===== src/logic/copper_bus_pkg.sv =====
//==========================================================================
// bus-side definitions for the slim copper
// covers the XR write bus, the copper program memory and the beam counters
// modules pull these in with a wildcard import in their header
//==========================================================================

package copper_bus_pkg;

    localparam int COPP_W = 11;             // program memory address width

    // XR bus words
    typedef logic [15:0] word_t;            // data word on XR bus and program memory
    typedef logic [15:0] xr_addr_t;         // [15:14] region, rest is offset

    // copper program memory
    typedef logic [COPP_W-1:0] copp_addr_t;

    // video beam position
    typedef logic [10:0] hres_t;            // horizontal count
    typedef logic [10:0] vres_t;            // vertical count

    // region code in xr_addr_t[15:14] for config registers
    // the copper pseudo registers live inside this region
    localparam logic [1:0] XR_REGION_CONFIG = 2'b00;

endpackage


===== src/logic/copper_isa_pkg.sv =====
//==========================================================================
// copper instruction set definitions
// opcode and state encodings, decode bit positions and the instruction
// word union that the control FSM decodes either as opcode or XR address
//==========================================================================

package copper_isa_pkg;

    // decode bit positions in an instruction word
    localparam int B_OPCODE  = 12;          // low bit of 2-bit opcode field
    localparam int B_HV_SEL  = 11;          // 0 = HPOS, 1 = VPOS
    localparam int B_BR_SEL  = 11;          // 0 = BRGE, 1 = BRLT
    localparam int B_COP_REG = 11;          // address targets copper RA register
    localparam int B_COP_SUB = 0;           // RA pseudo reg, 0 = load, 1 = subtract
    localparam int IM11_W    = 11;          // immediate / copper address operand width

    // opcodes, bit 13 clear means a two word instruction
    typedef enum logic [1:0] {
        OP_SETI  = 2'b00,                   // SETI xaddr,#im16
        OP_SETM  = 2'b01,                   // SETM xaddr,cadr11
        OP_HVPOS = 2'b10,                   // HPOS / VPOS #im11
        OP_BRCC  = 2'b11                    // BRGE / BRLT cadd11
    } copp_opcode_t;

    // execution state
    typedef enum logic [1:0] {
        ST_FETCH   = 2'b00,                 // fetch opcode, also stalls during HV wait
        ST_DECODE  = 2'b01,                 // decode / execute opcode in ir
        ST_SETM_RD = 2'b10,                 // SETM source read in flight
        ST_SETM_WR = 2'b11                  // SETM result goes out
    } copp_state_t;

    // instruction view of a word
    typedef struct packed {
        logic [1:0]        hi;              // region bits when word doubles as xaddr
        copp_opcode_t      opcode;
        logic              sel;             // HV select / branch select / cop reg
        logic [IM11_W-1:0] operand;         // im11 or copper address
    } copp_insn_t;

    // XR address view of the same word
    typedef struct packed {
        logic [1:0]        region;
        logic [1:0]        spare;
        logic              cop_reg;         // selects copper pseudo register
        logic [IM11_W-1:0] offset;
    } copp_xaddr_t;

    typedef union packed {
        copp_insn_t  insn;
        copp_xaddr_t xr;
    } copp_word_u;

endpackage


===== src/logic/copper_ra_if.sv =====
//==========================================================================
// link between copper control FSM and the accumulator datapath
// ctrl side issues a write pulse with data and load/subtract select,
// alu side returns RA and the borrow flag, no handshake involved
//==========================================================================

interface copper_ra_if import copper_bus_pkg::*; ();

    logic  reg_wr;                          // RA write pulse, RA updates on next edge
    logic  sub_sel;                         // 0 = load, 1 = subtract
    word_t wr_data;                         // last written data, also feeds compare
    word_t ra;                              // current accumulator
    logic  b_flag;                          // borrow of ra - wr_data

    modport ctrl (
        output reg_wr, sub_sel, wr_data,
        input  ra, b_flag
    );

    modport alu (
        input  reg_wr, sub_sel, wr_data,
        output ra, b_flag
    );

endinterface


===== src/logic/copper_ctrl.sv =====
//==========================================================================
// copper control
// holds enable/run flags and the frame-start restart, runs the
// fetch/decode/execute FSM and owns the XR write bus
// datapath blocks (PC, RA, beam wait) hang off the strobes driven here
//==========================================================================

module copper_ctrl import copper_bus_pkg::*, copper_isa_pkg::*; (
    input  logic       clk,
    input  logic       cop_reset,
    output logic       xr_wr_en_o,          // held until ack
    input  logic       xr_wr_ack_i,
    output xr_addr_t   xr_wr_addr_o,
    output word_t      xr_wr_data_o,
    input  word_t      copmem_rd_data_i,    // valid cycle after read enable
    input  logic       cop_xreg_wr_i,       // COPP_CTRL write strobe
    input  logic       cop_xreg_enable_i,
    input  logic       end_of_line_i,
    input  vres_t      v_count_i,
    copper_ra_if.ctrl  ra,
    input  logic       hv_waiting_i,
    output logic       copp_rst_o,          // internal copper reset level
    output logic       rd_en_o,             // request program memory read
    output logic       pc_inc_o,
    output logic       pc_load_o,           // take branch
    output logic       rd_src_sel_o,        // read SETM source instead of PC
    output copp_addr_t src_addr_o,          // branch target / SETM source / HV pos
    output logic       hv_start_o,
    output logic       hv_sel_o
);

    copp_state_t state;
    copp_word_u  ir;                        // instruction register
    logic        cop_en;                    // set by COPP_CTRL
    logic        cop_run;                   // running this frame
    logic        rd_q;                      // read enable now at memory
    logic        rd_pipe;                   // read data valid this cycle
    logic        rd_reg_save;               // SETM source is RA
    logic        dest_is_ra;                // ir address hits RA pseudo reg

    assign dest_is_ra = (ir.xr.region == XR_REGION_CONFIG) && ir.xr.cop_reg;
    assign src_addr_o = ir.xr.offset;       // low 11 bits double as copper address
    assign hv_sel_o   = ir[B_HV_SEL];

    assign ra.wr_data = xr_wr_data_o;       // RA shares the XR data register
    assign ra.sub_sel = xr_wr_addr_o[B_COP_SUB];

    // enable strobe plus restart at end of line 0
    always_ff @(posedge clk) begin
        if (cop_reset) begin
            cop_en     <= 1'b0;
            cop_run    <= 1'b0;
            copp_rst_o <= 1'b1;
        end else begin
            if (end_of_line_i && (v_count_i == '0)) begin
                copp_rst_o <= 1'b1;         // new frame, restart from address 0
                cop_run    <= cop_en;
            end else begin
                copp_rst_o <= !cop_run;     // hold in reset while stopped
            end
            if (cop_xreg_wr_i) begin
                cop_en <= cop_xreg_enable_i;
                if (!cop_xreg_enable_i) begin
                    cop_run <= 1'b0;        // disable stops right away
                end
            end
        end
    end

    // strobes to PC and beam wait
    always_comb begin
        rd_en_o      = 1'b0;
        pc_inc_o     = 1'b0;
        pc_load_o    = 1'b0;
        rd_src_sel_o = 1'b0;
        hv_start_o   = 1'b0;
        case (state)
            ST_FETCH: begin
                if (!rd_pipe) begin
                    if (!hv_waiting_i && !rd_q) begin   // start opcode read
                        rd_en_o  = 1'b1;
                        pc_inc_o = 1'b1;
                    end
                end else if (!copmem_rd_data_i[B_OPCODE+1]) begin
                    rd_en_o  = 1'b1;        // two word op, read 2nd word now
                    pc_inc_o = 1'b1;
                end
            end
            ST_DECODE: begin
                case (ir.insn.opcode)
                    OP_SETI: begin
                        rd_en_o  = rd_pipe; // prefetch next opcode with the write
                        pc_inc_o = rd_pipe;
                    end
                    OP_SETM: begin
                        rd_en_o      = 1'b1;
                        rd_src_sel_o = 1'b1;
                    end
                    OP_HVPOS: hv_start_o = 1'b1;
                    OP_BRCC:  pc_load_o  = (ra.b_flag == ir[B_BR_SEL]);
                endcase
            end
            ST_SETM_RD: rd_en_o  = 1'b1;    // next opcode read overlaps the write
            ST_SETM_WR: pc_inc_o = 1'b1;
        endcase
    end

    // main FSM, XR write bus and RA write pulse
    always_ff @(posedge clk) begin
        if (copp_rst_o) begin
            state        <= ST_FETCH;
            ir           <= '0;
            rd_q         <= 1'b0;
            rd_pipe      <= 1'b0;
            rd_reg_save  <= 1'b0;
            ra.reg_wr    <= 1'b0;
            xr_wr_en_o   <= 1'b0;
            xr_wr_addr_o <= '0;
            xr_wr_data_o <= '0;
        end else begin
            rd_q      <= rd_en_o;
            rd_pipe   <= rd_q;
            ra.reg_wr <= 1'b0;              // one cycle pulse
            if (xr_wr_ack_i) begin
                xr_wr_en_o <= 1'b0;
            end
            case (state)
                ST_FETCH: begin
                    if (rd_pipe) begin
                        ir    <= copmem_rd_data_i;
                        state <= ST_DECODE;
                    end
                end
                ST_DECODE: begin
                    case (ir.insn.opcode)
                        OP_SETI: begin
                            if (rd_pipe) begin      // immediate word arrived
                                xr_wr_addr_o <= ir;
                                xr_wr_data_o <= copmem_rd_data_i;
                                if (dest_is_ra) begin
                                    ra.reg_wr <= 1'b1;
                                end else begin
                                    xr_wr_en_o <= 1'b1;
                                end
                                state <= ST_FETCH;
                            end
                        end
                        OP_SETM: begin
                            rd_reg_save <= ir[B_COP_REG];
                            state       <= ST_SETM_RD;
                        end
                        OP_HVPOS: state <= ST_FETCH;
                        OP_BRCC:  state <= ST_FETCH;
                    endcase
                end
                ST_SETM_RD: begin
                    ir    <= copmem_rd_data_i;      // dest address word
                    state <= ST_SETM_WR;
                end
                ST_SETM_WR: begin
                    xr_wr_addr_o <= ir;
                    xr_wr_data_o <= rd_reg_save ? ra.ra : copmem_rd_data_i;
                    if (dest_is_ra) begin
                        ra.reg_wr <= 1'b1;
                    end else begin
                        xr_wr_en_o <= 1'b1;
                    end
                    state <= ST_FETCH;
                end
            endcase
        end
    end

endmodule


===== src/logic/copper_pc.sv =====
//==========================================================================
// copper program counter and program memory read port
// PC steps on inc, loads on a taken branch; the read address register
// picks the PC, the branch target or a SETM source address
//==========================================================================

module copper_pc import copper_bus_pkg::*; (
    input  logic       clk,
    input  logic       copp_rst_i,
    input  logic       inc_i,               // step PC
    input  logic       load_i,              // branch taken
    input  logic       src_sel_i,           // SETM source read
    input  copp_addr_t target_i,
    input  copp_addr_t src_addr_i,
    input  logic       rd_en_i,
    output copp_addr_t copmem_rd_addr_o,
    output logic       copmem_rd_en_o
);

    copp_addr_t pc;

    always_ff @(posedge clk) begin
        if (copp_rst_i) begin
            pc               <= '0;
            copmem_rd_addr_o <= '0;
            copmem_rd_en_o   <= 1'b0;
        end else begin
            copmem_rd_en_o <= rd_en_i;
            if (load_i) begin
                pc <= target_i;
            end else if (inc_i) begin
                pc <= pc + 1'b1;
            end
            // address follows old PC unless redirected
            if (src_sel_i) begin
                copmem_rd_addr_o <= src_addr_i;
            end else if (load_i) begin
                copmem_rd_addr_o <= target_i;
            end else begin
                copmem_rd_addr_o <= pc;
            end
        end
    end

endmodule


===== src/logic/copper_ra_alu.sv =====
//==========================================================================
// copper accumulator RA with borrow flag
// 17-bit unsigned subtract of the written data from RA, the carry out is B
// a write pulse loads RA with the data or with the difference
//==========================================================================

module copper_ra_alu import copper_bus_pkg::*; (
    input  logic     clk,
    input  logic     copp_rst_i,
    copper_ra_if.alu ra
);

    word_t ra_q;
    word_t diff;                            // ra - wr_data
    logic  borrow;

    assign {borrow, diff} = {1'b0, ra_q} - {1'b0, ra.wr_data};

    assign ra.ra     = ra_q;
    assign ra.b_flag = borrow;              // follows every write, load leaves 0

    always_ff @(posedge clk) begin
        if (copp_rst_i) begin
            ra_q <= '0;
        end else if (ra.reg_wr) begin
            ra_q <= ra.sub_sel ? diff : ra.wr_data;
        end
    end

endmodule


===== src/logic/copper_beam_wait.sv =====
//==========================================================================
// HPOS / VPOS wait
// start latches the target position and the H/V choice; the wait flag
// drops once the selected beam count is at or past that position
//==========================================================================

module copper_beam_wait import copper_bus_pkg::*; (
    input  logic  clk,
    input  logic  copp_rst_i,
    input  logic  start_i,                  // HVPOS decoded
    input  logic  v_sel_i,                  // 1 = VPOS
    input  hres_t pos_i,                    // im11 operand
    input  hres_t h_count_i,
    input  vres_t v_count_i,
    output logic  hv_waiting_o
);

    hres_t pos_q;
    logic  v_sel_q;
    logic  reached;

    assign reached = v_sel_q ? (v_count_i >= pos_q) : (h_count_i >= pos_q);

    // compare position of the current wait
    always_ff @(posedge clk) begin
        if (start_i) begin
            pos_q <= pos_i;
        end
    end

    always_ff @(posedge clk) begin
        if (copp_rst_i) begin
            hv_waiting_o <= 1'b0;
            v_sel_q      <= 1'b0;
        end else if (start_i) begin
            hv_waiting_o <= 1'b1;
            v_sel_q      <= v_sel_i;
        end else if (hv_waiting_o && reached) begin
            hv_waiting_o <= 1'b0;           // release so fetch resumes next cycle
        end
    end

endmodule


===== src/logic/copper_top.sv =====
//==========================================================================
// slim display copper top level
// runs a program from external copper memory in step with the beam and
// writes XR registers; plain ports toward the video block and memory
//==========================================================================

module copper_top import copper_bus_pkg::*; (
    input  logic       clk,
    input  logic       cop_reset,
    output logic       xr_wr_en_o,
    input  logic       xr_wr_ack_i,
    output xr_addr_t   xr_wr_addr_o,
    output word_t      xr_wr_data_o,
    output copp_addr_t copmem_rd_addr_o,
    output logic       copmem_rd_en_o,
    input  word_t      copmem_rd_data_i,
    input  logic       cop_xreg_wr_i,
    input  logic       cop_xreg_enable_i,
    input  hres_t      h_count_i,
    input  vres_t      v_count_i,
    input  logic       end_of_line_i
);

    logic       copp_rst;                   // copper held / restarted
    logic       rd_en;
    logic       pc_inc;
    logic       pc_load;
    logic       rd_src_sel;
    copp_addr_t src_addr;                   // shared operand field of ir
    logic       hv_start;
    logic       hv_sel;
    logic       hv_waiting;

    copper_ra_if ra_bus ();

    copper_ctrl u_ctrl (
        .clk               (clk),
        .cop_reset         (cop_reset),
        .xr_wr_en_o        (xr_wr_en_o),
        .xr_wr_ack_i       (xr_wr_ack_i),
        .xr_wr_addr_o      (xr_wr_addr_o),
        .xr_wr_data_o      (xr_wr_data_o),
        .copmem_rd_data_i  (copmem_rd_data_i),
        .cop_xreg_wr_i     (cop_xreg_wr_i),
        .cop_xreg_enable_i (cop_xreg_enable_i),
        .end_of_line_i     (end_of_line_i),
        .v_count_i         (v_count_i),
        .ra                (ra_bus.ctrl),
        .hv_waiting_i      (hv_waiting),
        .copp_rst_o        (copp_rst),
        .rd_en_o           (rd_en),
        .pc_inc_o          (pc_inc),
        .pc_load_o         (pc_load),
        .rd_src_sel_o      (rd_src_sel),
        .src_addr_o        (src_addr),
        .hv_start_o        (hv_start),
        .hv_sel_o          (hv_sel)
    );

    copper_pc u_pc (
        .clk              (clk),
        .copp_rst_i       (copp_rst),
        .inc_i            (pc_inc),
        .load_i           (pc_load),
        .src_sel_i        (rd_src_sel),
        .target_i         (src_addr),       // branch address field
        .src_addr_i       (src_addr),       // SETM source field
        .rd_en_i          (rd_en),
        .copmem_rd_addr_o (copmem_rd_addr_o),
        .copmem_rd_en_o   (copmem_rd_en_o)
    );

    copper_ra_alu u_ra_alu (
        .clk        (clk),
        .copp_rst_i (copp_rst),
        .ra         (ra_bus.alu)
    );

    copper_beam_wait u_beam_wait (
        .clk          (clk),
        .copp_rst_i   (copp_rst),
        .start_i      (hv_start),
        .v_sel_i      (hv_sel),
        .pos_i        (src_addr),           // im11 position field
        .h_count_i    (h_count_i),
        .v_count_i    (v_count_i),
        .hv_waiting_o (hv_waiting)
    );

endmodule


===== config.mk =====
export PLATFORM = sky130hd
export DESIGN_NAME = copper_top
export DESIGN_NICKNAME = d
export VERILOG_FILES = /design/src/logic/copper_bus_pkg.sv /design/src/logic/copper_isa_pkg.sv /design/src/logic/copper_ra_if.sv /design/src/logic/copper_ctrl.sv /design/src/logic/copper_pc.sv /design/src/logic/copper_ra_alu.sv /design/src/logic/copper_beam_wait.sv /design/src/logic/copper_top.sv
export SDC_FILE = /design/constraint.sdc
export NUM_CORES = 1
export LEC_CHECK = 0
export ABC_CLOCK_PERIOD_IN_PS = 3300
export BUFFER_PORTS_ARGS = -buffer_cell sky130_fd_sc_hd__buf_2
export CORE_MARGIN = 10
export CORE_UTILIZATION = 60
export CTS_BUF_LIST = sky130_fd_sc_hd__clkbuf_4
export DETAILED_ROUTE_END_ITERATION = 10
export PLACE_DENSITY = 0.82
export SYNTH_ARGS = -nofsm -noshare
export SYNTH_HDL_FRONTEND = slang
export SYNTH_HIERARCHICAL = 1
export SYNTH_SLANG_ARGS = --single-unit

===== constraint.sdc =====
create_clock -name clk -period 3.3 [get_ports clk]
set_clock_uncertainty 0.05 [all_clocks]
set_input_delay 0.165 -clock clk [delete_from_list [all_inputs] [get_ports clk]]
set_output_delay 0.165 -clock clk [all_outputs]
set_load 0.03 [all_outputs]

After elaboration in Yosys (flattened, before gate mapping)
Index checks and enable logic that the tools add are counted.

word-level totals
  register bits = 109
  latch bits = 0
  RAM bits = 0
  memory bits (read-only) = 0
  output and inout bits = 45
  logic and storage cells = 99
  memories = 0

cells by class
  add/subtract/negate cells = 2
  $mul = 0
  div/mod/pow operators = 0
  magnitude comparators = 2
  equal/unequal tests = 11
  shifts and indexed selects = 0
  mux-type cells = 45
  bitwise gates (word level) = 0
  reductions and logical operators = 21

operators with widths
  operator                                                               number
  16-bit 2-to-1 mux                                                      6
  16-bit case mux with 2 select lines                                    3
  11-bit 2-to-1 mux                                                      4
  1-bit 2-to-1 mux                                                       23
  11-bit >= comparator                                                   2
  16-bit by 16-bit subtractor with 17-bit output                         1
  11-bit by 1-bit adder with 11-bit output, second input constant        1
  11-bit zero test                                                       1
  2-bit equality test, second input constant                             4
  2-bit case mux with 4 select lines                                     1
  2-bit nonzero test                                                     4
  2-bit zero test                                                        3
  2-bit by 1-bit != test with 1-bit output, second input constant        3
  1-bit case mux with 2 select lines                                     3
  1-bit case mux with 3 select lines                                     2
  2-bit case mux with 3 select lines                                     1
  2-bit AND reduction                                                    3
  2-bit by 1-bit equality test with 1-bit output, second input constant  2
  1-bit logical AND                                                      4
  2-bit 2-to-1 mux                                                       2
  2-bit OR reduction                                                     2
  1-bit zero test                                                        3
  3-bit by 2-bit != test with 1-bit output, second input constant        1
  3-bit AND reduction                                                    1
  1-bit equality test                                                    1

Depth between registers and ports, before layout
Gate-level depths: netlist of the first run.

  word-level depth = 7
  gate-level depth with buffers = 16
  mapped depth without buffers = 14

By module
The synthesis of the first run kept the hierarchy.

modules (own cells, without submodules)
  module            times used  cells each  area an instance (µm²)  seq. area each (µm²)
  copper_ctrl       1           305         2,600.0                 1,161.1
  copper_ra_alu     1           203         1,594.0                 320.3
  copper_pc         1           125         1,099.8                 460.4
  copper_beam_wait  1           83          899.6                   370.4

Worst setup path after synthesis of the first run
No wires, ideal clock.

  path kind = register -> register
  start point = reg u_ra_alu.ra_q[0] (netlist: u_ra_alu/ra.ra[0])
  end point = reg u_pc.pc[6]
  setup time = 0.137 ns
  arrival time = 2.860 ns
  data required time = 3.113 ns
  setup slack = 0.253 ns
  stages on the path, launching flop included = 17
  path buffers = 2
  period minus slack after synthesis = 3.047 ns
  cells stage by stage = dfxtp_1 -> inv_1 -> ha_1 -> fa_1 -> and2b_1 -> o2111ai_2 -> a31oi_2 -> a21oi_1 -> nor2_1 -> a211oi_1 -> xor2_1 -> nor2_1 -> buf_2 -> clkinv_1 -> clkbuf_1 -> o21bai_1 -> a31oi_1

between the ends
  longest elaborated chain between the ends = 5
  elaborated cells on any way between the ends = 6

RTL lines
  item                                                     line                 source
  start, declared                                          copper_ra_alu.sv:13  word_t ra_q;
  start signal, assigned                                   copper_ra_alu.sv:26  ra_q <= ra.sub_sel ? diff : ra.wr_data;
  16-bit by 16-bit subtractor with 17-bit output (*)       copper_ra_alu.sv:17  assign {borrow, diff} = {1'b0, ra_q} - {1'b0, ra.wr_data};
  net ra_bus.b_flag                                        copper_ra_if.sv:13   logic b_flag;
  1-bit equality test (*)                                  copper_ctrl.sv:100   OP_BRCC: pc_load_o = (ra.b_flag == ir[B_BR_SEL]);
  1-bit 2-to-1 mux (*)                                     copper_ctrl.sv:90    case (ir.insn.opcode)
  1-bit 2-to-1 mux (*)                                     copper_ctrl.sv:77    case (state)
  net pc_load                                              copper_top.sv:27     logic pc_load;
  11-bit 2-to-1 mux or 2-bit nonzero test (tied branches)  n/a
  end signal, assigned                                     copper_pc.sv:30      pc <= target_i;
  end signal, assigned                                     copper_pc.sv:32      pc <= pc + 1'b1;
  end, declared                                            copper_pc.sv:20      copp_addr_t pc;

The timed path passes the listed nets; every way through them passes the cells marked *.
A chain may end at the register's enable or synchronous reset.

Worst setup path after layout of the first run
  start point = reg u_ra_alu.ra_q[0] (netlist: u_ra_alu/ra.ra[0])
  end point = reg u_pc.pc[9]

Same word-level chain as after synthesis.

==> results of run 1 <==
## registers in the layout, summed over array words and instances (netlist names), 11 cells and up, named ones only
register	flops
u_ra_alu/ra.ra	16
u_ctrl/xr_wr_addr_o	16
u_pc/pc	11
u_ctrl/ra.wr_data	16
u_beam_wait/pos_q	11
u_ctrl/ir	16
u_pc/copmem_rd_addr_o	11
## worst paths after layout
path,end,slack [ns],cells past startpoint
max,u_pc/pc[9]$_SDFFE_PP0P_,0.22,15
min,u_ctrl/cop_run$_SDFF_PP0_,0.04,3
max reg2reg,u_pc/pc[9]$_SDFFE_PP0P_,0.22,15
min reg2reg,u_ctrl/rd_pipe$_SDFF_PP0_,0.42,1
## per-layer routing
metal,vias up,share of wire (%)
met1,2600,44
li1,2677,-
met3,19,8.1
met5,-,0
met4,0,1.4
met2,248,46
## layout make-up
class                   instances  share of cell area (%)
multi-input cells             485                    47.5
well taps                     136                    2.47
repair buffers                126                    11.4
flip-flops and latches        110                    33.6
clock inverters                 6                    1.02
clock buffers                  10                    1.09
inverters                      52                    2.83
## repair_timing
| item | CTS | global route |
|---|---|---|
| pin swaps | 0 | 2 |
| hold buffers | 20 | 0 |
| resized for setup | 1 | 7 |
| hold endpoints to repair | 33 | 0 |
| endpoints found under the setup margin | 1 | 5 |
| setup buffers | 0 | 5 |
## cells in the final DEF (no fill, tap or decap), drive strengths merged, types with 5 or more instances in the layout
| cell type | count |
|---|---|
| buf | 106 |
| dfxtp | 99 |
| a21oi | 71 |
| nand2 | 65 |
| nor2 | 53 |
| inv | 52 |
| ha | 39 |
| o21ai | 39 |
| nand3 | 25 |
| a211oi | 22 |
| dlygate4sd3 | 20 |
| mux2i | 19 |
| o221a | 13 |
| nor3 | 12 |
| edfxtp | 11 |
| clkbuf | 10 |
| a311oi | 10 |
| xor2 | 9 |
| a21o | 9 |
| nand2b | 8 |
| nand4 | 8 |
| nor2b | 6 |
| a31oi | 6 |
| and3 | 5 |
| clkinv | 5 |
| or3 | 5 |
## power groups by stage
stage                     clock network, mW  registers [mW]  logic, mW
after CTS                             0.701            1.35     0.0877
final                                 0.696            1.35     0.0891
after global placement                    0            1.38     0.0641
after global routing                  0.749            1.35     0.0994
after detailed placement                  0            1.38     0.0686
after floorplan                           0            1.38     0.0258
## critical path, delay by kind of cell, from the launching register on
kind            cells  cell delay, ns
fa+ha+maj           2            0.55
xor+xnor            1            0.15
simple gates        4            0.60
compound gates      6            1.09
buf+inv             2            0.19
flops               1            0.36
## cell families after synthesis
kind of cell | count (synthesis) | synth area share, %
AO/OA/AOI/OAI | 200 | 21.8
XOR/XNOR | 12 | 1.70
adder cells (fa/ha/maj) | 40 | 8.20
buffers and inverters | 121 | 10.2
flip-flops | 110 | 37.3
multiplexers | 21 | 3.43
AND/OR/NAND/NOR | 212 | 17.3
## metrics by stage
step | utilization (%) | total power [mW] | hold slack, ns
6_report | 67.7 | 2.13 | 0.0387
5_1_grt | 67.7 | 2.20 | 0.0972
4_1_cts | 67.1 | 2.14 | 0.0213
3_5_place_dp | 63.7 | 1.45 | 0.328
3_3_place_gp | 63.7 | 1.44 | 0.332
2_1_floorplan | - | 1.40 | 0.227
==> qor.yml, run 1 <==
outcome:
  status: "finished, final reports clean"
global_routing:
  use_met1_pct: 28.3
  first_global_vias: 5207
  met3_usage_pct: 4.53
  grt_pass1_wl_um: 25900
  grt-busiest-layer: "met2"
  gr-total-overflow: 0
  antenna_found_initial: 0
  track_usage_pct: 20.9
  grt_max_degree: 64
  met2_usage_pct: 32.8
power_and_ir_drop:
  pwr-share-clk_pct: 32.6
  ir_worst_vdd_mv: 0.264
  p_sw_mw: 0.489
  power_leakage_nw: 2.68
  cellPowerDensity_nw_per_um2: 310
  pwr-share-comb_pct: 4.2
  p_sw_share_pct: 22.9
  seq_power_share_pct: 63.2
  p_int_mw: 1.64
setup_path:
  cp-start-kind: "flop"
  critPathRequiredTime_ns: 3.62
  cp.arrival_ns: 3.40
  cp_slowest_cell: "dfxtp_2"
  crit_fanout: 10
  crit_top_cell: "nor2_2"
  worst_setup_path_end_kind: "flop"
  worstPathCellList: "inv_1 -> ha_1 -> fa_2 -> and2b_1 -> o2111ai_2 -> a31oi_2 -> a21oi_2 -> nor2_2 -> a211oi_2 -> xor2_1 -> nor2_2 -> buf_12 -> nor2_1 -> a221o_1 -> a211oi_1"
  crit_start: "u_ra_alu/ra.ra[0]$_SDFFE_PP0P_"
  crit_type: "reg2reg"
  timing.rr.start: "u_ra_alu/ra.ra[0]$_SDFFE_PP0P_"
  critPathMaxStageDelay_ns: 0.36
place:
  place_congestion: 0.899
  io_buffers: 88
  place_area_sq_um: 6480
  dpl.hpwl_um: 11400
  place_inst: 884
  preCtsSetupSlack_ns: 0.0546
cts:
  cts_buffers: 9
  cts_tree: "done"
  cts_max_level: 3
  cts_sinks: 110
  clock_latency_ns: 0.46
  clk_pin_slew_worst_paths_ns: 0.18
  cts_root_buf: "clkbuf_4"
  clock_path_buffers: 2
final_layout:
  fillers: 824
  antennaDiodeCount: 0
  final_area_sq_um: 6890
  seqCellArea_sq_um: 2320
  multi_input_area_sq_um: 3280
  nNetsFinal: 868
  final_cells: 925
  final_layout_size_suffix_gt1_share_pct: 20.0
  area_delta_synth_final_pct: 11.3
worst_hold_path:
  min_path_type: "in2reg"
  min_from: "cop_xreg_enable_i"
detailed_routing:
  dr.first_iter.drc_count: 493
  remaining_drc_errors: 0
  antenna_left: 0
  viasPerCell: 5.99
  vias: 5544
  wl_per_cell_um: 17.5
  drtPass1Iterations: 5
  totalWireLength_um: 16200
synth:
  synthTopCellsByArea: "dfxtp_1, ha_1, a21oi_1"
  syn_area_sq_um: 6190
  syn_nets: 800
  ys_seq_elements: 110
  synthTopCellsByCount: "dfxtp_1, a21oi_1, nand2_1"
  synth.distinct_cells: 80
  synth_top_area_share_pct: 32.0
  yosys_warnings: 6
  synth.avg_cell_area_sq_um: 8.65
  synth_edf_count: 11
  async_flop_share_pct: 0
  synth-seq-area-share_pct: 37.3
  synth_top_area_cell: "dfxtp_1"
  synth_ff_type: "dfxtp_1"
  syn-instance-count: 716
  synth_most_common_cell: "dfxtp_1"
timing:
  period_needed_ns: 3.08
  drv_slew: 0
  grt_setup_unrepaired: "false"
  fmax_mhz: 325
  setup_violations: 0
  tns_ns: 0
  post-route-period-util_pct: 93.3
  tightest_slew_ns: 0.923
  setup_slack_ns: 0.220
  hold_viol: 0
  relSlewSlack_pct: 38.4
floorplanning:
  start_util_pct: 60.8
  core-area_sq_um: 10200
  num_rows: 37
  dieArea_sq_um: 14800
  dieWidth_um: 122
  die-height_um: 122
  io_pins: 89
job:
  maxCapViolations: 0
Note: power is estimated with default switching activity, not from simulation.
==> run 2, diff against run 1 <==
Settings changed: CTS_BUF_LIST sky130_fd_sc_hd__clkbuf_4 to sky130_fd_sc_hd__clkbuf_4 sky130_fd_sc_hd__clkbuf_8.
==> qor.yml, run 2 (synthesis gave the netlist of run 1 again) <==
timing:
  relSlewSlack_pct: 37.2  # -1.2 points
  whs_ns: 0.0148  # -0.0240 ns
  period_needed_ns: 3.10  # +0.0192 ns
  drv_slew: 0  # unchanged
  grt_setup_unrepaired: "false"
  post-route-period-util_pct: 93.9  # +0.58 points
  setup_violations: 0  # unchanged
  hold_viol: 0  # unchanged
  tns_ns: 0  # unchanged
  tightest_slew_ns: 0.941  # +0.0183 ns
  setup_slack_ns: 0.200  # -0.0192 ns
  fmax_mhz: 323  # -0.62%
setup_path:
  critPathRequiredTime_ns: 3.53  # -0.09 ns
  r2r_slack_ns: 0.20  # -0.02 ns
  crit_fanout: 11  # +1
  worstPathCellList: "inv_1 -> ha_1 -> fa_2 -> and2b_1 -> o2111ai_2 -> a31oi_2 -> a21oi_2 -> nor2_1 -> a211oi_2 -> xor2_1 -> nor2_2 -> buf_12 -> nor2_1 -> a221o_1 -> a211oi_1"
  critPathMaxStageDelay_ns: 0.35  # about the same
  worst_r2r_path_depth: 15  # unchanged
  r2r-end: "u_pc/pc[9]$_SDFFE_PP0P_"
  timing.rr.start: "u_ra_alu/ra.ra[0]$_SDFFE_PP0P_"
  crit_family: "compound AO/OA/AOI/OAI gates"
  critPathBufInv: 2  # unchanged
  cp.arrival_ns: 3.33  # -0.07 ns
  cp-start-kind: "flop"
  cp_slowest_cell: "dfxtp_2"
  worst_setup_path_end_kind: "flop"
  crit_top_cell: "nor2_1"
  crit_type: "reg2reg"
detailed_routing:
  totalWireLength_um: 15800  # -2.4%
  dr.first_iter.drc_count: 458  # -7.1%
  viasPerCell: 6.04  # +0.72%
  vias: 5475  # -1.2%
  wl_per_cell_um: 17.4  # -0.48%
  drtPass1Iterations: 5  # unchanged
  antenna_left: 0  # unchanged
  remaining_drc_errors: 0  # unchanged
cts:
  clock_path_buffers: 2  # unchanged
  clk_pin_slew_worst_paths_ns: 0.10  # -0.08 ns
  cts_tree: "done"
  cts_root_buf: "clkbuf_8"
  cts_max_level: 3  # unchanged
  cts_sinks: 110  # unchanged
  cts_buffers: 9  # unchanged
  clock_latency_ns: 0.37  # -0.09 ns
power_and_ir_drop:
  power_mw: 2.25  # +5.2%
  cellPowerDensity_nw_per_um2: 332  # +7.3%
  p_sw_mw: 0.498  # +1.7%
  pwr-share-comb_pct: 3.2  # -1.0 points
  power_leakage_nw: 2.62  # -2.1%
  p_sw_share_pct: 22.2  # -0.76 points
  seq_power_share_pct: 60.0  # -3.2 points
  ir_worst_vdd_mv: 0.272  # +3.2%
  p_int_mw: 1.75  # +6.3%
  pwr-share-clk_pct: 36.9  # +4.3 points
global_routing:
  gr-total-overflow: 0  # unchanged
  first_global_vias: 5144  # -1.2%
  grt_pass1_wl_um: 25400  # -1.7%
  antenna_found_initial: 0  # unchanged
  track_usage_pct: 20.6  # -0.27 points
  grt_max_degree: 64  # unchanged
floorplanning:
  die-height_um: 122  # unchanged
  core-area_sq_um: 10200  # unchanged
  io_pins: 89  # unchanged
  start_util_pct: 60.8  # unchanged
  dieArea_sq_um: 14800  # unchanged
  dieWidth_um: 122  # unchanged
  num_rows: 37  # unchanged
final_layout:
  final_cell_mix: "dfxtp_1, buf_2, a21oi_1, nand2_1, nor2_1"
  layout_commonest_cell: "dfxtp_1"
  final_layout_size_suffix_gt1_share_pct: 20.1  # +0.078 points
  area_delta_synth_final_pct: 9.11
  final_util_pct: 66.4  # -1.3 points
  final_cells: 907  # -1.9%
  fillers: 835  # +1.3%
  nNetsFinal: 850  # -2.1%
  antennaDiodeCount: 0  # unchanged
  final_area_sq_um: 6760  # -1.9%
place:
  place_congestion: 0.899  # unchanged
  preCtsSetupSlack_ns: 0.0546  # unchanged
  place_inst: 884  # unchanged
  place_area_sq_um: 6480  # unchanged
  dpl.hpwl_um: 11400  # unchanged
  io_buffers: 88  # unchanged
worst_hold_path:
  worstHoldPathCells: 3  # unchanged
  min_path_type: "in2reg"
  min_from: "xr_wr_ack_i"
  hold_path_end: "u_ctrl/xr_wr_en_o$_SDFF_PP0_"
outcome:
  status: "finished, final reports clean"
job:
  maxCapViolations: 0  # unchanged
## run 2: layout make-up
class                   instances  area, sq um  share of cell area, %
multi-input cells             485         3270                   48.4
flip-flops and latches        110         2310                   34.3
repair buffers                108          608                   9.00
inverters                      52          195                   2.89
well taps                     136          170                   2.52
clock buffers                  10          131                   1.94
clock inverters                 6         70.1                   1.04
## run 2: worst max-delay path by stage
stage | start | to | slack [ns] | cells after the start
after CTS | u_ctrl/ra.wr_data[0]$_SDFFE_PP0P_ | u_pc/pc[9]$_SDFFE_PP0P_ | 0.03 | 14
after detailed placement | u_ra_alu/ra.ra[0]$_SDFFE_PP0P_ | u_pc/pc[9]$_SDFFE_PP0P_ | 0.05 | 15
after floorplan | u_ra_alu/ra.ra[0]$_SDFFE_PP0P_ | u_pc/pc[6]$_SDFFE_PP0P_ | 0.25 | 16
after global routing | u_ra_alu/ra.ra[0]$_SDFFE_PP0P_ | u_pc/pc[9]$_SDFFE_PP0P_ | 0.004 | 15
after global placement | u_ra_alu/ra.ra[0]$_SDFFE_PP0P_ | u_pc/pc[9]$_SDFFE_PP0P_ | 0.18 | 15
final | u_ra_alu/ra.ra[0]$_SDFFE_PP0P_ | u_pc/pc[9]$_SDFFE_PP0P_ | 0.20 | 15
## run 2: worst reg2reg max path: stages (launching register included)
cell,delay [ns]
dfxtp_2,0.35
inv_1,0.04
ha_1,0.20
fa_2,0.35
and2b_1,0.23
o2111ai_2,0.15
a31oi_2,0.27
a21oi_2,0.10
nor2_1,0.16
a211oi_2,0.07
xor2_1,0.16
nor2_2,0.18
buf_12,0.16
nor2_1,0.06
a221o_1,0.32
a211oi_1,0.15
## run 2: power by group through the flow
| stage | Sequential, mW | Clock, mW | Combinational, mW |
|---|---|---|---|
| 3_3_place_gp | 1.38 | 0 | 0.0641 |
| 2_1_floorplan | 1.38 | 0 | 0.0258 |
| 4_1_cts | 1.35 | 0.839 | 0.0711 |
| 5_1_grt | 1.35 | 0.888 | 0.0803 |
| 3_5_place_dp | 1.38 | 0 | 0.0686 |
| 6_report | 1.35 | 0.828 | 0.0715 |
## run 2: metal layers
metal  vias to the layer above  wire length, um  track usage [%]
met4                         0              211             5.07
met5                         -                0                0
met3                        25             1500             5.83
met1                      2557             6970             27.9
li1                       2640                -                -
met2                       253             7120             31.8
## run 2: repair_timing
| action | 4_1_cts | 5_1_grt |
|---|---|---|
| setup endpoints to repair | 0 | 8 |
| hold buffers | 2 | 0 |
| setup buffers | 0 | 5 |
| hold endpoints to repair | 2 | 0 |
| resized for setup | 0 | 5 |
